<file path="src/predecode_config.svh">
// Size defines for the instruction predecoder.
// Include wherever bundle, lane or window widths are needed.

`ifndef PREDECODE_CONFIG_SVH
`define PREDECODE_CONFIG_SVH

`define PD_PARCELS     16 // parcels that may start an instruction
`define PD_TAIL        3  // trailing parcels so every window is complete
`define PD_PARCEL_BITS 16
`define PD_WINDOW_BITS 64 // up to four parcels of text

// output lanes
`define PD_LANES  8
`define PD_JLANES 2

`endif

</file>
<file path="src/predecodePkg.sv">
// Shared types for the predecoder: class flags, lengths, parcel offsets
// and the slot payloads carried through the lane selectors.

`include "predecode_config.svh"

package predecodePkg;

  // execution class flags
  typedef struct packed {
    logic jump;
    logic indir;
    logic alu;
    logic shift;
    logic mul;
    logic load;
    logic store;
  } instClassT;

  // parcels minus one
  typedef logic [1:0] lenT;

  typedef logic [4:0] offT;

  // one decoded instruction
  typedef struct packed {
    logic [`PD_WINDOW_BITS-1:0] window; // text from the start parcel on
    lenT                        len;
    instClassT                  cls;
    offT                        off;
  } instSlotT;

  // jump lane payload, only the first two parcels of text
  typedef struct packed {
    instClassT   cls;
    offT         off;
    logic [31:0] text;
  } jumpSlotT;

endpackage

</file>
<file path="src/boundaryScan.sv">
// Finds instruction starts in a bundle from the end markers and the
// start offset, and gives the length of the instruction at each parcel.
// Purely combinational.

`timescale 1ns/1ps

`include "predecode_config.svh"

module boundaryScan import predecodePkg::*; (
  input  logic [`PD_PARCELS-1:0] ends,
  input  offT                    startOff,
  output logic [`PD_PARCELS-1:0] startMask,
  output lenT [`PD_PARCELS-1:0]  lens,
  output logic                   badOff
);

  // end bits past the last start parcel read as clear
  logic [`PD_PARCELS+1:0] endsExt;

  assign endsExt = {2'b00, ends};

  // parcel 0 always begins a fresh instruction
  always_comb begin
    for (int k = 0; k < `PD_PARCELS; k++) begin
      if (offT'(k) < startOff)
        startMask[k] = 1'b0;
      else if (k == 0)
        startMask[k] = 1'b1;
      else
        startMask[k] = endsExt[k-1];
    end
  end

  // length runs to the first end marker and stops at four parcels
  always_comb begin
    for (int k = 0; k < `PD_PARCELS; k++) begin
      if (endsExt[k])
        lens[k] = 2'd0;
      else if (endsExt[k+1])
        lens[k] = 2'd1;
      else if (endsExt[k+2])
        lens[k] = 2'd2;
      else
        lens[k] = 2'd3;
    end
  end

  assign badOff = startOff >= offT'(`PD_PARCELS);

endmodule

</file>
<file path="config.mk">
export PLATFORM = sky130hd
export DESIGN_NAME = boundaryScan
export DESIGN_NICKNAME = d
export VERILOG_FILES = /design/src/predecodePkg.sv /design/src/boundaryScan.sv
export VERILOG_INCLUDE_DIRS = /design/src /design/src/src
export SDC_FILE = /design/constraint.sdc
export NUM_CORES = 1
export LEC_CHECK = 0
export BUFFER_PORTS_ARGS = -buffer_cell sky130_fd_sc_hd__buf_2
export CAP_MARGIN = 20
export CORE_MARGIN = 10
export CORE_UTILIZATION = 25
export DETAILED_ROUTE_END_ITERATION = 8
export PLACE_DENSITY = 0.72
export SLEW_MARGIN = 20
export SYNTH_ARGS = -nofsm -noshare
export SYNTH_HDL_FRONTEND = slang
export SYNTH_SLANG_ARGS = --single-unit
export TNS_END_PERCENT = 5
</file>
<file path="constraint.sdc">
create_clock -name vclk -period 0.8
set_clock_uncertainty 0.05 [all_clocks]
set_input_delay 0.04 -clock vclk [all_inputs]
set_output_delay 0.04 -clock vclk [all_outputs]
set_load 0.02 [all_outputs]
</file>
[Yosys cells after proc, flatten, opt, wreduce, memory -nomap -nowiden]
Index checks and enable logic that the tools add are counted.
W data, S select, Z words.
Storage, ports and cells
  flip-flop bits (word level): 0
  output and inout bits: 49
  logic and storage cells: 78
Operators by class
  order comparisons: 17
  multiplexer cells: 61
Operators by type and width (count)
  $mux W2: 31
  $lt A4 B5 Y1 const A: 8
  $mux W1: 30
  $lt A3 B5 Y1 const A: 4
  $lt A1 B5 Y1 const A: 2
  $lt A2 B5 Y1 const A: 2
  $ge A5 B5 Y1 const B: 1

[Logic depth before layout (Yosys ltp)]
  word-level depth: 3
  depth in mapped cells: 3
  gate-level depth less buffers: 2

[Least setup slack after synthesis]
No wires, ideal clock.
  path kind: input to output
  from: input startOff[2]
  to: output startMask[0]
  arrival time: 830 ps
  data required time: 710 ps
  setup slack: -120 ps
  stages on the path: 3
  buffers on the path: 1
  cells stage by stage: buf_6 > nor3_2 > nor3b_1
On the way
  cells in the longest elaborated chain, start to end: 2
Ends and longest elaborated chain
  start, declared: RTL line boundaryScan.sv:11  | input offT startOff,
  $lt A1 B5 Y1: RTL line boundaryScan.sv:25  | if (offT'(k) < startOff)
  $mux W1: RTL line boundaryScan.sv:25
  end, declared: RTL line boundaryScan.sv:12  | output logic [`PD_PARCELS-1:0] startMask,
Every way passes these cells.

[Worst setup path after layout]
  from: input startOff[4]
  to: output startMask[0]
Same word-level chain as after synthesis.

==> metrics <==
outcome finished with violations; failing checks negative setup slack; Worst Path Max Fanout 8; die span in y 61.9 microns; first drt pass iteration count 4; worst vdd rail ir drop 0.348 mV; CP Cell Sequence buf_12, nor3_4, nor3b_2, buf_4; min Tclk post-route 801 ps; via count between 700 and 800; synthesized instance count 75; IO buf count 70; Leakage 0.581 nW; sequential area share after synthesis 0%; Initial Util 26.0%; delay of the slowest critical-path stage roughly 200 ps; Fin. Hold Viols 0; Multi-input gate area 355 sq um; Antenna diodes 0; Syn-to-layout area delta 109%; Routed WL per cell 14.1 microns; crit path buf inv count 2; crit path max-delay cell type nor3b_2; hold path endpoint badOff; Cell variety after synth 24; share of cells above drive strength 1 59.1%; Max-Slew Margin vs Limit ~84%; highest clock rate 1.25 GHz; HP Class in -> out; hold path start startOff[4]; Net Count, Synth 96; Synth Warn # 0; global-route wire length before repair 3.28 mm; delay-heaviest family, CP simple AND/OR/NAND/NOR gates; Worst Setup End Kind primary output; initial antenna violation count 0; Die ar. 0.00383 sq mm; GRT Overall Usage a little over a tenth; Crit Path Class in -> out; detailed placement HPWL a little over 2 mm; post-route ant nets 0; Post-Syn Area 439 sq um; filler cell count 172; Req. time, crit path 710 ps; RSZ-0062 raised after global routing true; Max Slew Vio Count 0; sequential cells 0; hold-critical path depth 2; crit path DAT 710 ps; total global routing overflow 0; pin count of the biggest net entering global routing 13; Max Cap Violations 0; fin util between 50% and 60%; Setup violations, final 2; postcts setup bufs 0; clock buf count 0; final period utilization 100%; PD cells 684 mW/mm^2; Worst Setup Start Kind input port; gpl congestion 0.754; Residual DRC 0; drt total wl 2.34 mm; IO Count 70; number of global-route vias before repair 767; Power Total 626 uW; Final Worst Setup Slack -0.907 ps; Syn Area/Cell 5.86 sq um; Core Region 0.00169 sq mm; layout net count 172; iteration-0 DRC count of the detailed router 23; die width 61.9 microns; row count 15; Vias/cell 4.78; Slew @ Worst Pin 238 ps; register area 0 sq um
## stage by stage
step                setup TNS [ps]  area, sq um  cells  setup slack, ps  hold slack [ps]
floorplan                     -226          444     75            -87.7             81.1
global placement              -373          845    166            -76.5              300
detailed placement            -518          845    166             -104              307
CTS                          -49.6          885    166            -21.5              304
global route                  -113          916    166            -60.0              298
finish                       -1.64          916    166           -0.907              287
## cell families after synthesis
logic type	synth area share, %
compound gates	38.7
buf+inv	21.6
simple gates	39.6
## how the worst max path moves through the flow
| stage | start | endpoint | slack, ps | cells past startpoint |
|---|---|---|---|---|
| 2_1_floorplan | startOff[2] | startMask[13] | -90 | 2 |
| 3_3_place_gp | startOff[2] | startMask[8] | -80 | 4 |
| 3_5_place_dp | startOff[3] | startMask[0] | -100 | 4 |
| 4_1_cts | startOff[0] | startMask[8] | -20 | 4 |
| 5_1_grt | startOff[4] | startMask[0] | -60 | 4 |
| 6_report | startOff[4] | startMask[0] | -0.9 | 4 |
## layout by cell type (no fill, tap or decap)
cell,n
nand3_1,1
nor3_1,2
o21a_1,3
a21o_1,1
a211oi_2,1
buf_4,16
nor3_4,1
and2_1,1
buf_6,4
nor3b_2,1
and3_1,4
inv_1,12
nor2_1,18
o31a_1,1
buf_2,58
buf_8,1
a311oi_1,1
a21oi_1,12
a211oi_1,1
o211a_1,1
nand2_1,1
and4_1,1
buf_12,1
a2111oi_4,1
nor3_2,3
inv_2,1
o21ai_0,1
## final cells by class
type	count	share of cell area (%)
tap	17	2.32
multi-input combinational	56	38.8
timing repair buffer	80	53.6
inverter	13	5.33
## timing repair
item,CTS,global route
endpoints found under the hold margin,0,0
hold buffers,0,0
resized for setup,14,8
endpoints found under the setup margin,11,9
pin swaps,3,2
## cells in the mapped netlist (all sizes together)
cell type	number	area [sq um]
a21oi	12	60.1
nor2	18	67.6
and3	4	25.0
and4	1	8.76
o21ai	1	5.00
o31a	1	8.76
buf	5	42.5
a2111oi	1	27.5
nand2	1	3.75
nor3	6	50.1
inv	13	48.8
clkbuf	1	3.75
a311oi	1	8.76
a211oi	2	20.0
and2	1	6.26
o211a	1	10.0
a21o	1	7.51
nor3b	1	7.51
o21a	3	22.5
nand3	1	5.00
## power breakdown
part | leakage [nW] | internal, mW | switching [mW]
registers | 0 | 0 | 0
logic | 0.581 | 0.247 | 0.379
clock network | 0 | 0 | 0
total | 0.581 | 0.247 | 0.379
## per-layer routing
layer | vias up | track usage [%] | routed length [microns]
met5 | - | 0 | 0
met4 | 0 | 1.59 | 35
met3 | 2 | 2.85 | 187
met2 | 33 | 22.3 | 1260
met1 | 357 | 10.2 | 854
li1 | 401 | - | -
Note: power is estimated with default switching activity, not from simulation.
