[config.mk]
export PLATFORM = sky130hd
export DESIGN_NAME = instrClassifier
export DESIGN_NICKNAME = d
export VERILOG_FILES = /design/src/predecodePkg.sv /design/src/instrClassifier.sv
export VERILOG_INCLUDE_DIRS = /design/src /design/src/src
export SDC_FILE = /design/constraint.sdc
export NUM_CORES = 1
export LEC_CHECK = 0
export BUFFER_PORTS_ARGS = -buffer_cell sky130_fd_sc_hd__buf_2
export CORE_AREA = 2 2 39 41
export DETAILED_ROUTE_END_ITERATION = 8
export DIE_AREA = 0 0 41 43
export PLACE_DENSITY = 0.53
export SLEW_MARGIN = 5
export SYNTH_ARGS = -nofsm -noshare
export SYNTH_HDL_FRONTEND = slang
export SYNTH_SLANG_ARGS = --single-unit
[constraint.sdc]
create_clock -name vclk -period 2.7
set_input_delay 0.54 -clock vclk [all_inputs]
set_output_delay 0.54 -clock vclk [all_outputs]
set_load 0.1 [all_outputs]
[src/predecode_config.svh]
// Size defines for the instruction predecoder.
// Include wherever bundle, lane or window widths are needed.

`ifndef PREDECODE_CONFIG_SVH
`define PREDECODE_CONFIG_SVH

`define PD_PARCELS     16 // parcels that may start an instruction
`define PD_TAIL        3  // trailing parcels so every window is complete
`define PD_PARCEL_BITS 16
`define PD_WINDOW_BITS 64 // up to four parcels of text

// output lanes
`define PD_LANES  8
`define PD_JLANES 2

`endif

[src/predecodePkg.sv]
// Shared types for the predecoder: class flags, lengths, parcel offsets
// and the slot payloads carried through the lane selectors.

`include "predecode_config.svh"

package predecodePkg;

  // execution class flags
  typedef struct packed {
    logic jump;
    logic indir;
    logic alu;
    logic shift;
    logic mul;
    logic load;
    logic store;
  } instClassT;

  // parcels minus one
  typedef logic [1:0] lenT;

  typedef logic [4:0] offT;

  // one decoded instruction
  typedef struct packed {
    logic [`PD_WINDOW_BITS-1:0] window; // text from the start parcel on
    lenT                        len;
    instClassT                  cls;
    offT                        off;
  } instSlotT;

  // jump lane payload, only the first two parcels of text
  typedef struct packed {
    instClassT   cls;
    offT         off;
    logic [31:0] text;
  } jumpSlotT;

endpackage

[src/instrClassifier.sv]
// Classifies one instruction into execution class flags.
// Uses the low byte as main opcode for multi-parcel encodings and the
// low six bits as sub-opcode for one-parcel encodings.

`timescale 1ns/1ps

module instrClassifier import predecodePkg::*; (
  input  logic [31:0] instr,
  input  lenT         len,
  output instClassT   cls
);

  logic [7:0] opMain;
  logic [5:0] opSub;
  logic [2:0] op182; // call/return selector for opcode 182

  assign opMain = instr[7:0];
  assign opSub  = instr[5:0];
  assign op182  = instr[15:13];

  always_comb begin
    cls = '0;
    if (len != 2'd0) begin
      case (opMain) inside
        [8'd0:8'd39]: begin
          if (opMain[2])
            cls.mul = 1'b1;
          else if (opMain inside {[8'd32:8'd35]})
            cls.shift = 1'b1;
          else
            cls.alu = 1'b1;
        end
        [8'd40:8'd45]: cls.shift = 1'b1;
        [8'd64:8'd159]: begin
          // even loads, odd stores
          cls.load  = ~opMain[0];
          cls.store = opMain[0];
        end
        [8'd160:8'd175], 8'd178, 8'd179: begin
          cls.jump = 1'b1; // conditional, compare in the ALU
          cls.alu  = 1'b1;
        end
        8'd180, 8'd181: cls.jump = 1'b1;
        8'd182: begin
          case (op182)
            3'd0, 3'd3: begin // indirect jump, return
              cls.jump  = 1'b1;
              cls.indir = 1'b1;
            end
            3'd1, 3'd2: begin // call pushes the link
              cls.jump  = 1'b1;
              cls.store = 1'b1;
            end
            default: ;
          endcase
        end
        default: ;
      endcase
    end else begin
      // compact encodings
      case (opSub) inside
        [6'd0:6'd19]: cls.alu = 1'b1;
        6'd21, 6'd23, 6'd25, 6'd27, 6'd29, 6'd31: cls.shift = 1'b1;
        [6'd48:6'd51]: cls.jump = 1'b1;
        default: ;
      endcase
    end
  end

endmodule

# ---- Word level (Yosys, flattened, before mapping)
# Index checks and enable logic that the tools add are counted.
dict set report totals {
  regBits 0
  input_bits 34
  output_inout_bits 7
  word_cells 89
}
dict set report classes {
  order_cmp 14
  eq_ne 14
  muxes 45
  bitwise_logic 1
  n_reduce_logical 15
}
# cell count
set ops {}
lappend ops {{2-to-1 mux 1 bit} 42}
lappend ops {{== test 8 bit, second input constant} 5}
lappend ops {{== test 6 x 5 -> 1 bit, second input constant} 6}
lappend ops {{<= comparator 8 x 6 -> 1 bit, second input constant} 3}
lappend ops {{>= comparator 8 x 6 -> 1 bit, second input constant} 2}
lappend ops {{<= comparator 8 bit, second input constant} 2}
lappend ops {{>= comparator 8 x 1 -> 1 bit, second input constant} 1}
lappend ops {{>= comparator 8 x 7 -> 1 bit, second input constant} 1}
lappend ops {{>= comparator 8 bit, second input constant} 1}
lappend ops {{logical AND 1 bit} 7}
lappend ops {{== test 3 x 2 -> 1 bit, second input constant} 2}
lappend ops {{>= comparator 6 x 1 -> 1 bit, second input constant} 1}
lappend ops {{>= comparator 6 bit, second input constant} 1}
lappend ops {{<= comparator 6 x 5 -> 1 bit, second input constant} 1}
lappend ops {{<= comparator 6 bit, second input constant} 1}
lappend ops {{OR reduction 2 bit} 3}
lappend ops {{OR reduction 6 bit} 1}
lappend ops {{2-to-1 mux 2 bit} 2}
lappend ops {{OR reduction 4 bit} 1}
lappend ops {{== test 3 x 1 -> 1 bit, second input constant} 1}
lappend ops {{logical NOT 3 bit} 1}
lappend ops {{2-to-1 mux 3 bit} 1}
lappend ops {{OR reduction 3 bit} 1}
lappend ops {{nonzero test 2 bit} 1}
lappend ops {{NOT 1 bit} 1}

# ---- Logic depth before layout (Yosys ltp)
# Gate-level depths: netlist (run 1).
dict set report depth {
  ltp_word 10
  depth_mapped 3
  mapped_depth_nobuf 3
}

# ---- Worst setup path before layout (run 1)
# No wires, ideal clock.
dict set report synth_path {
  path_kind {input-to-output}
  from {input instr[6]}
  to {output cls[4] in the netlist's numbering}
  arrival_time_ns 3.167
  t_required_ns 2.160
  path_slack_ns -1.007
  path_stages 3
  n_path_buf 0
  cell_sequence {o21ba_2 nand2b_2 o311ai_1}
}
# item line_no
set synth_lines {}
lappend synth_lines {{from (decl)} instrClassifier.sv:8} ;# input logic [31:0] instr,
lappend synth_lines {{to (decl)} instrClassifier.sv:10} ;# output instClassT cls

==> impl_metrics.toml, run 1 <==
[power]
combPwrFrac = 1.000
p_sw_mw = 0.05820
pwr-share-clk = 0
vdd_ir_drop_max_v = 0.00006109
power_density_nw_per_um2 = 212.5
power_mw = 0.08056
seq_power_share = 0
intPower_mw = 0.02237
cellLeakagePower_nw = 0.2009
switching_share = 0.7224

[clock_network]
hold_buffers = 0
cts-resized-gates = 0
cts_setup_buffers = 0

[status]
outcome = "finished clean"

[critical_path]
required_ps = 2160
path_cells = "buf_2 -> o21ba_2 -> nand2b_2 -> o41ai_4 -> buf_2"
crit_slowest_cell = "buf_2"
slowest_delay_ps = 470
critPathLaunchType = "input pin"
end_kind = "primary output"
path_max_fanout = 4
worstSetupPathType = "input pin to primary output"
cp_common_cell = "buf_2"
critPathArrivalTime_ps = 1780

[finish]
seq_area_um2 = 0
clkbuf_count = 0
multi_input_area_um2 = 244.0
syn_to_final_growth_pct = 63.78
seq_cells = 0
drive_gt1_frac = 0.5000
fillCellCount = 170
n_antenna_cell = 0
fin_area_um2 = 379.1
final_net_count = 92

[floorplanning]
coreArea_um2 = 1384
die_w_um = 41
die_area_um2 = 1763
initial_utilization = 0.1673
rows = 14
io_pins = 41
die_height_um = 43

[synthesis]
synth_common_cells = "nor2_1 (7), inv_1 (4), nand2_1 (3), o21ai_0 (3), nand4_1 (2)"
syn_nets = 70
syn_area_um2 = 231.5
ys_warn_count = 0
synth_top_area_cell = "nor2_1"
syn_inst = 36
synth.most_common_cell = "nor2_1"
yosysSeqAreaShare = 0
synth.area.top_cells = "nor2_1 (11%), o41ai_2 (7.0%), o21ai_0 (6.5%), inv_1 (6.5%), nand4_1 (5.4%)"
synth.distinct_cells = 22
synth_top_area_frac = 0.1135
syn_avg_cell_area_um2 = 6.430

[place]
place.gp.congestion = 0.7552
portBuffers = 20
placed_area_um2 = 379.1

[timing]
tightestPinTransition_ps = 487.1
rsz0062_at_grt = "false"
slew-limit-headroom = 0.6775
period_share = 0.8588
slew_violations = 0
finalHoldViolations = 0
min_period_ps = 2319
finalSetupViolations = 0
fmax_ghz = 0.4313

[global_routing]
track_usage = 0.08991
grt_max_degree = 9
antenna_found_initial = 0
first_global_vias = 287
grt_pass1_wl_mm = 1.214
overflow = 0

[run]
drv_cap = 0

[drt]
vias = 345
wl_per_cell_um = 9.986
drt-total-wl_um = 719
drcViolationCount = 0
drtIter0Drc = 2
viasPerCell = 4.792
postRouteAntennaNets = 0
drtPass1Iterations = 2

[hold_path]
hp-class = "input pin to primary output"
-- metal layers --
layer	wire, um	vias to the layer above	global-route usage	share of wire
li1	-	178	-	-
met1	321	159	0.1297	0.45
met2	366	8	0.1531	0.51
met3	31	0	0	0.043
met4	0	0	0	0
met5	0	-	0	0
-- metrics by stage --
| step | util | worst slack [ps] | hold WS [ps] | instances | TNS [ps] |
|---|---|---|---|---|---|
| final | 0.2740 | 381.4 | 1535 | 72 | 0 |
| after global routing | 0.2740 | 344.9 | 1568 | 72 | 0 |
| after CTS | 0.2740 | 380.8 | 1537 | 72 | 0 |
| after detailed placement | 0.2740 | 380.8 | 1538 | 72 | 0 |
| after global placement | 0.2740 | 382.8 | 1543 | 72 | 0 |
| after floorplan | - | -85.66 | 1342 | 36 | -93.12 |
-- layout make-up --
| cell class | count | area share |
|---|---|---|
| Multi-Input combinational cell | 32 | 0.6436 |
| Timing Repair Buffer | 20 | 0.2640 |
| Tap cell | 16 | 0.05281 |
| Inverter | 4 | 0.03960 |
-- final timing paths --
path	from	to	slack, ps	depth (start not counted)
max	instr[6]	cls[3]	380	5
min	instr[0]	cls[1]	1540	3
-- critical path, delay by kind of cell --
kind / cells / cell delay (ps)
AND/OR/NAND/NOR: 1 / 110
AO/OA/AOI/OAI: 2 / 550
buffers and inverters: 2 / 580
-- cell usage in the layout (no fill, tap or decap), types with 2 or more instances in the layout --
cell type and n:
nand2_1 3, buf_2 20, o21ai_0 3, nor2_1 6, inv_1 4, nand4_1 2
-- cell families (layout without fill, tap and decap cells) --
family | count (synthesis) | in the layout | share of synthesized area
buffers and inverters | 4 | 24 | 0.06485
XOR/XNOR | 2 | 2 | 0.07569
AND/OR/NAND/NOR | 17 | 17 | 0.3892
AO/OA/AOI/OAI | 13 | 13 | 0.4703
-- power by group through the flow --
stage / logic, mW / clock network, mW / registers [mW]
floorplan: 0.0559 / 0 / 0
global placement: 0.0804 / 0 / 0
detailed placement: 0.0808 / 0 / 0
CTS: 0.0809 / 0 / 0
global route: 0.0859 / 0 / 0
finish: 0.0806 / 0 / 0
Power figures use the tool's default switching activity.
==> run 2: changes to the inputs <==
==> constraint.sdc (replaced) <==
create_clock -name vclk -period 2.7
set_input_delay 0.27 -clock vclk [all_inputs]
set_output_delay 0.27 -clock vclk [all_outputs]
set_load 0.1 [all_outputs]
==> run 2 against run 1 <==
Effect of this change: sequential share of layout area stayed put; via count decreased by 2.6%; worst hold slack worse by 530 ps; fmax up 31%; design area shrank 5.3%; non-clock buffer count stayed put; final cell count did not move; count of clock-buffer cells in the layout did not move; global-route usage fell by 0.30 points; critical endpoint unchanged; wire length increased by 0.97%; setup slack better by 540 ps; utilization down 1.4 points.
==> impl_metrics.toml, run 2 (synthesis results as in run 1) <==
[status]
outcome = "finished clean"

[hold_path]
hp-class = "input pin to primary output"
min_from = "instr[0]"
min_to = "cls[1]"
min_path_cells = 3

[timing]
period_share = 0.6580
setup_ws_ps = 923.4
fmax_ghz = 0.5629
finalHoldViolations = 0
slew-limit-headroom = 0.6779
rsz0062_at_grt = "false"
tightestPinTransition_ps = 486.4
fin_setup_tns_ps = 0
slew_violations = 0
hold_slack_ps = 1003
finalSetupViolations = 0
min_period_ps = 1777

[finish]
clkbuf_count = 0
post_layout_nonfiller_instances = 72
syn_to_final_growth_pct = 55.13
n_antenna_cell = 0
final_cell_mix = "buf_2 (20), nor2_1 (7), inv_1 (4)"
fillCellCount = 162
final_net_count = 92
final_common_cell = "buf_2"
seq_cells = 0
drive_gt1_frac = 0.4643
seq_area_um2 = 0

[place]
place.gp.congestion = 0.7868
portBuffers = 20
dp.cells = 72
post-place-ws_ps = 908.2
place_hpwl_um = 608.6

[global_routing]
grt_pass1_wl_mm = 1.166
track_usage = 0.08691
grt_max_degree = 9
overflow = 0
first_global_vias = 287
antenna_found_initial = 0

[floorplanning]
die_w_um = 41
initial_utilization = 0.1673
die_height_um = 43
coreArea_um2 = 1384
io_pins = 41
rows = 14
die_area_um2 = 1763

[critical_path]
cp_common_cell = "buf_2"
path_depth = 5
path_cells = "buf_2 -> o21ba_2 -> nand2b_2 -> o41ai_2 -> buf_2"
end_kind = "primary output"
crit_family = "buffers and inverters"
worst-path-buf-inv = 2
worstSetupPathType = "input pin to primary output"
critPathLaunchType = "input pin"
critPathArrivalTime_ps = 1510
crit_slowest_cell = "buf_2"
required_ps = 2430
path_max_fanout = 4
slowest_delay_ps = 470

[drt]
wl_per_cell_um = 10.08
drtIter0Drc = 3
postRouteAntennaNets = 0
drtPass1Iterations = 4
drcViolationCount = 0
viasPerCell = 4.667
drt-total-wl_um = 726
vias = 336

[clock_network]
cts_setup_buffers = 0
hold_buffers = 0
cts-resized-gates = 0

[power]
cellLeakagePower_nw = 0.1882
vdd_ir_drop_max_v = 0.0001054
power_density_nw_per_um2 = 216.4

[run]
drv_cap = 0
run 2: cell counts in the layout (fill, tap and decap cells not counted):
Identical to the previous run, type by type.
run 2: cell type report:
class,instances,area (um2),share of cell area
well taps,16,20.02,0.05575
inverters,4,15.01,0.04181
multi-input cells,32,224.0,0.6237
repair buffers,20,100.1,0.2787
run 2: worst max path at each step:
stage,startpoint,to
after global placement,instr[6],cls[3]
final,instr[6],cls[3]
after CTS,instr[6],cls[3]
after detailed placement,instr[6],cls[3]
after global routing,instr[6],cls[3]
after floorplan,instr[6],cls[3]
run 2: worst min-delay path, delay by kind of cell:
family        cells  cell delay (ps)
buf+inv           2              410
simple gates      1               50
run 2: per-stage QoR:
| step | power (mW) | instance area, um2 | utilization |
|---|---|---|---|
| after detailed placement | 0.07763 | 359.1 | 0.2595 |
| after floorplan | 0.05318 | 239.0 | - |
| final | 0.07770 | 359.1 | 0.2595 |
| after global placement | 0.07733 | 359.1 | 0.2595 |
| after CTS | 0.07779 | 359.1 | 0.2595 |
| after global routing | 0.08241 | 359.1 | 0.2595 |
run 2: metal layers:
| metal | global-route usage | part of all wire |
|---|---|---|
| met5 | 0 | 0 |
| met4 | 0.006667 | 0 |
| met3 | 0 | 0.063 |
| met2 | 0.1438 | 0.45 |
| met1 | 0.1266 | 0.48 |
run 2: power by group:
part	switching (mW)	internal, mW
logic	0.0563	0.0214
clock network	0	0
registers	0	0
total	0.0563	0.0214
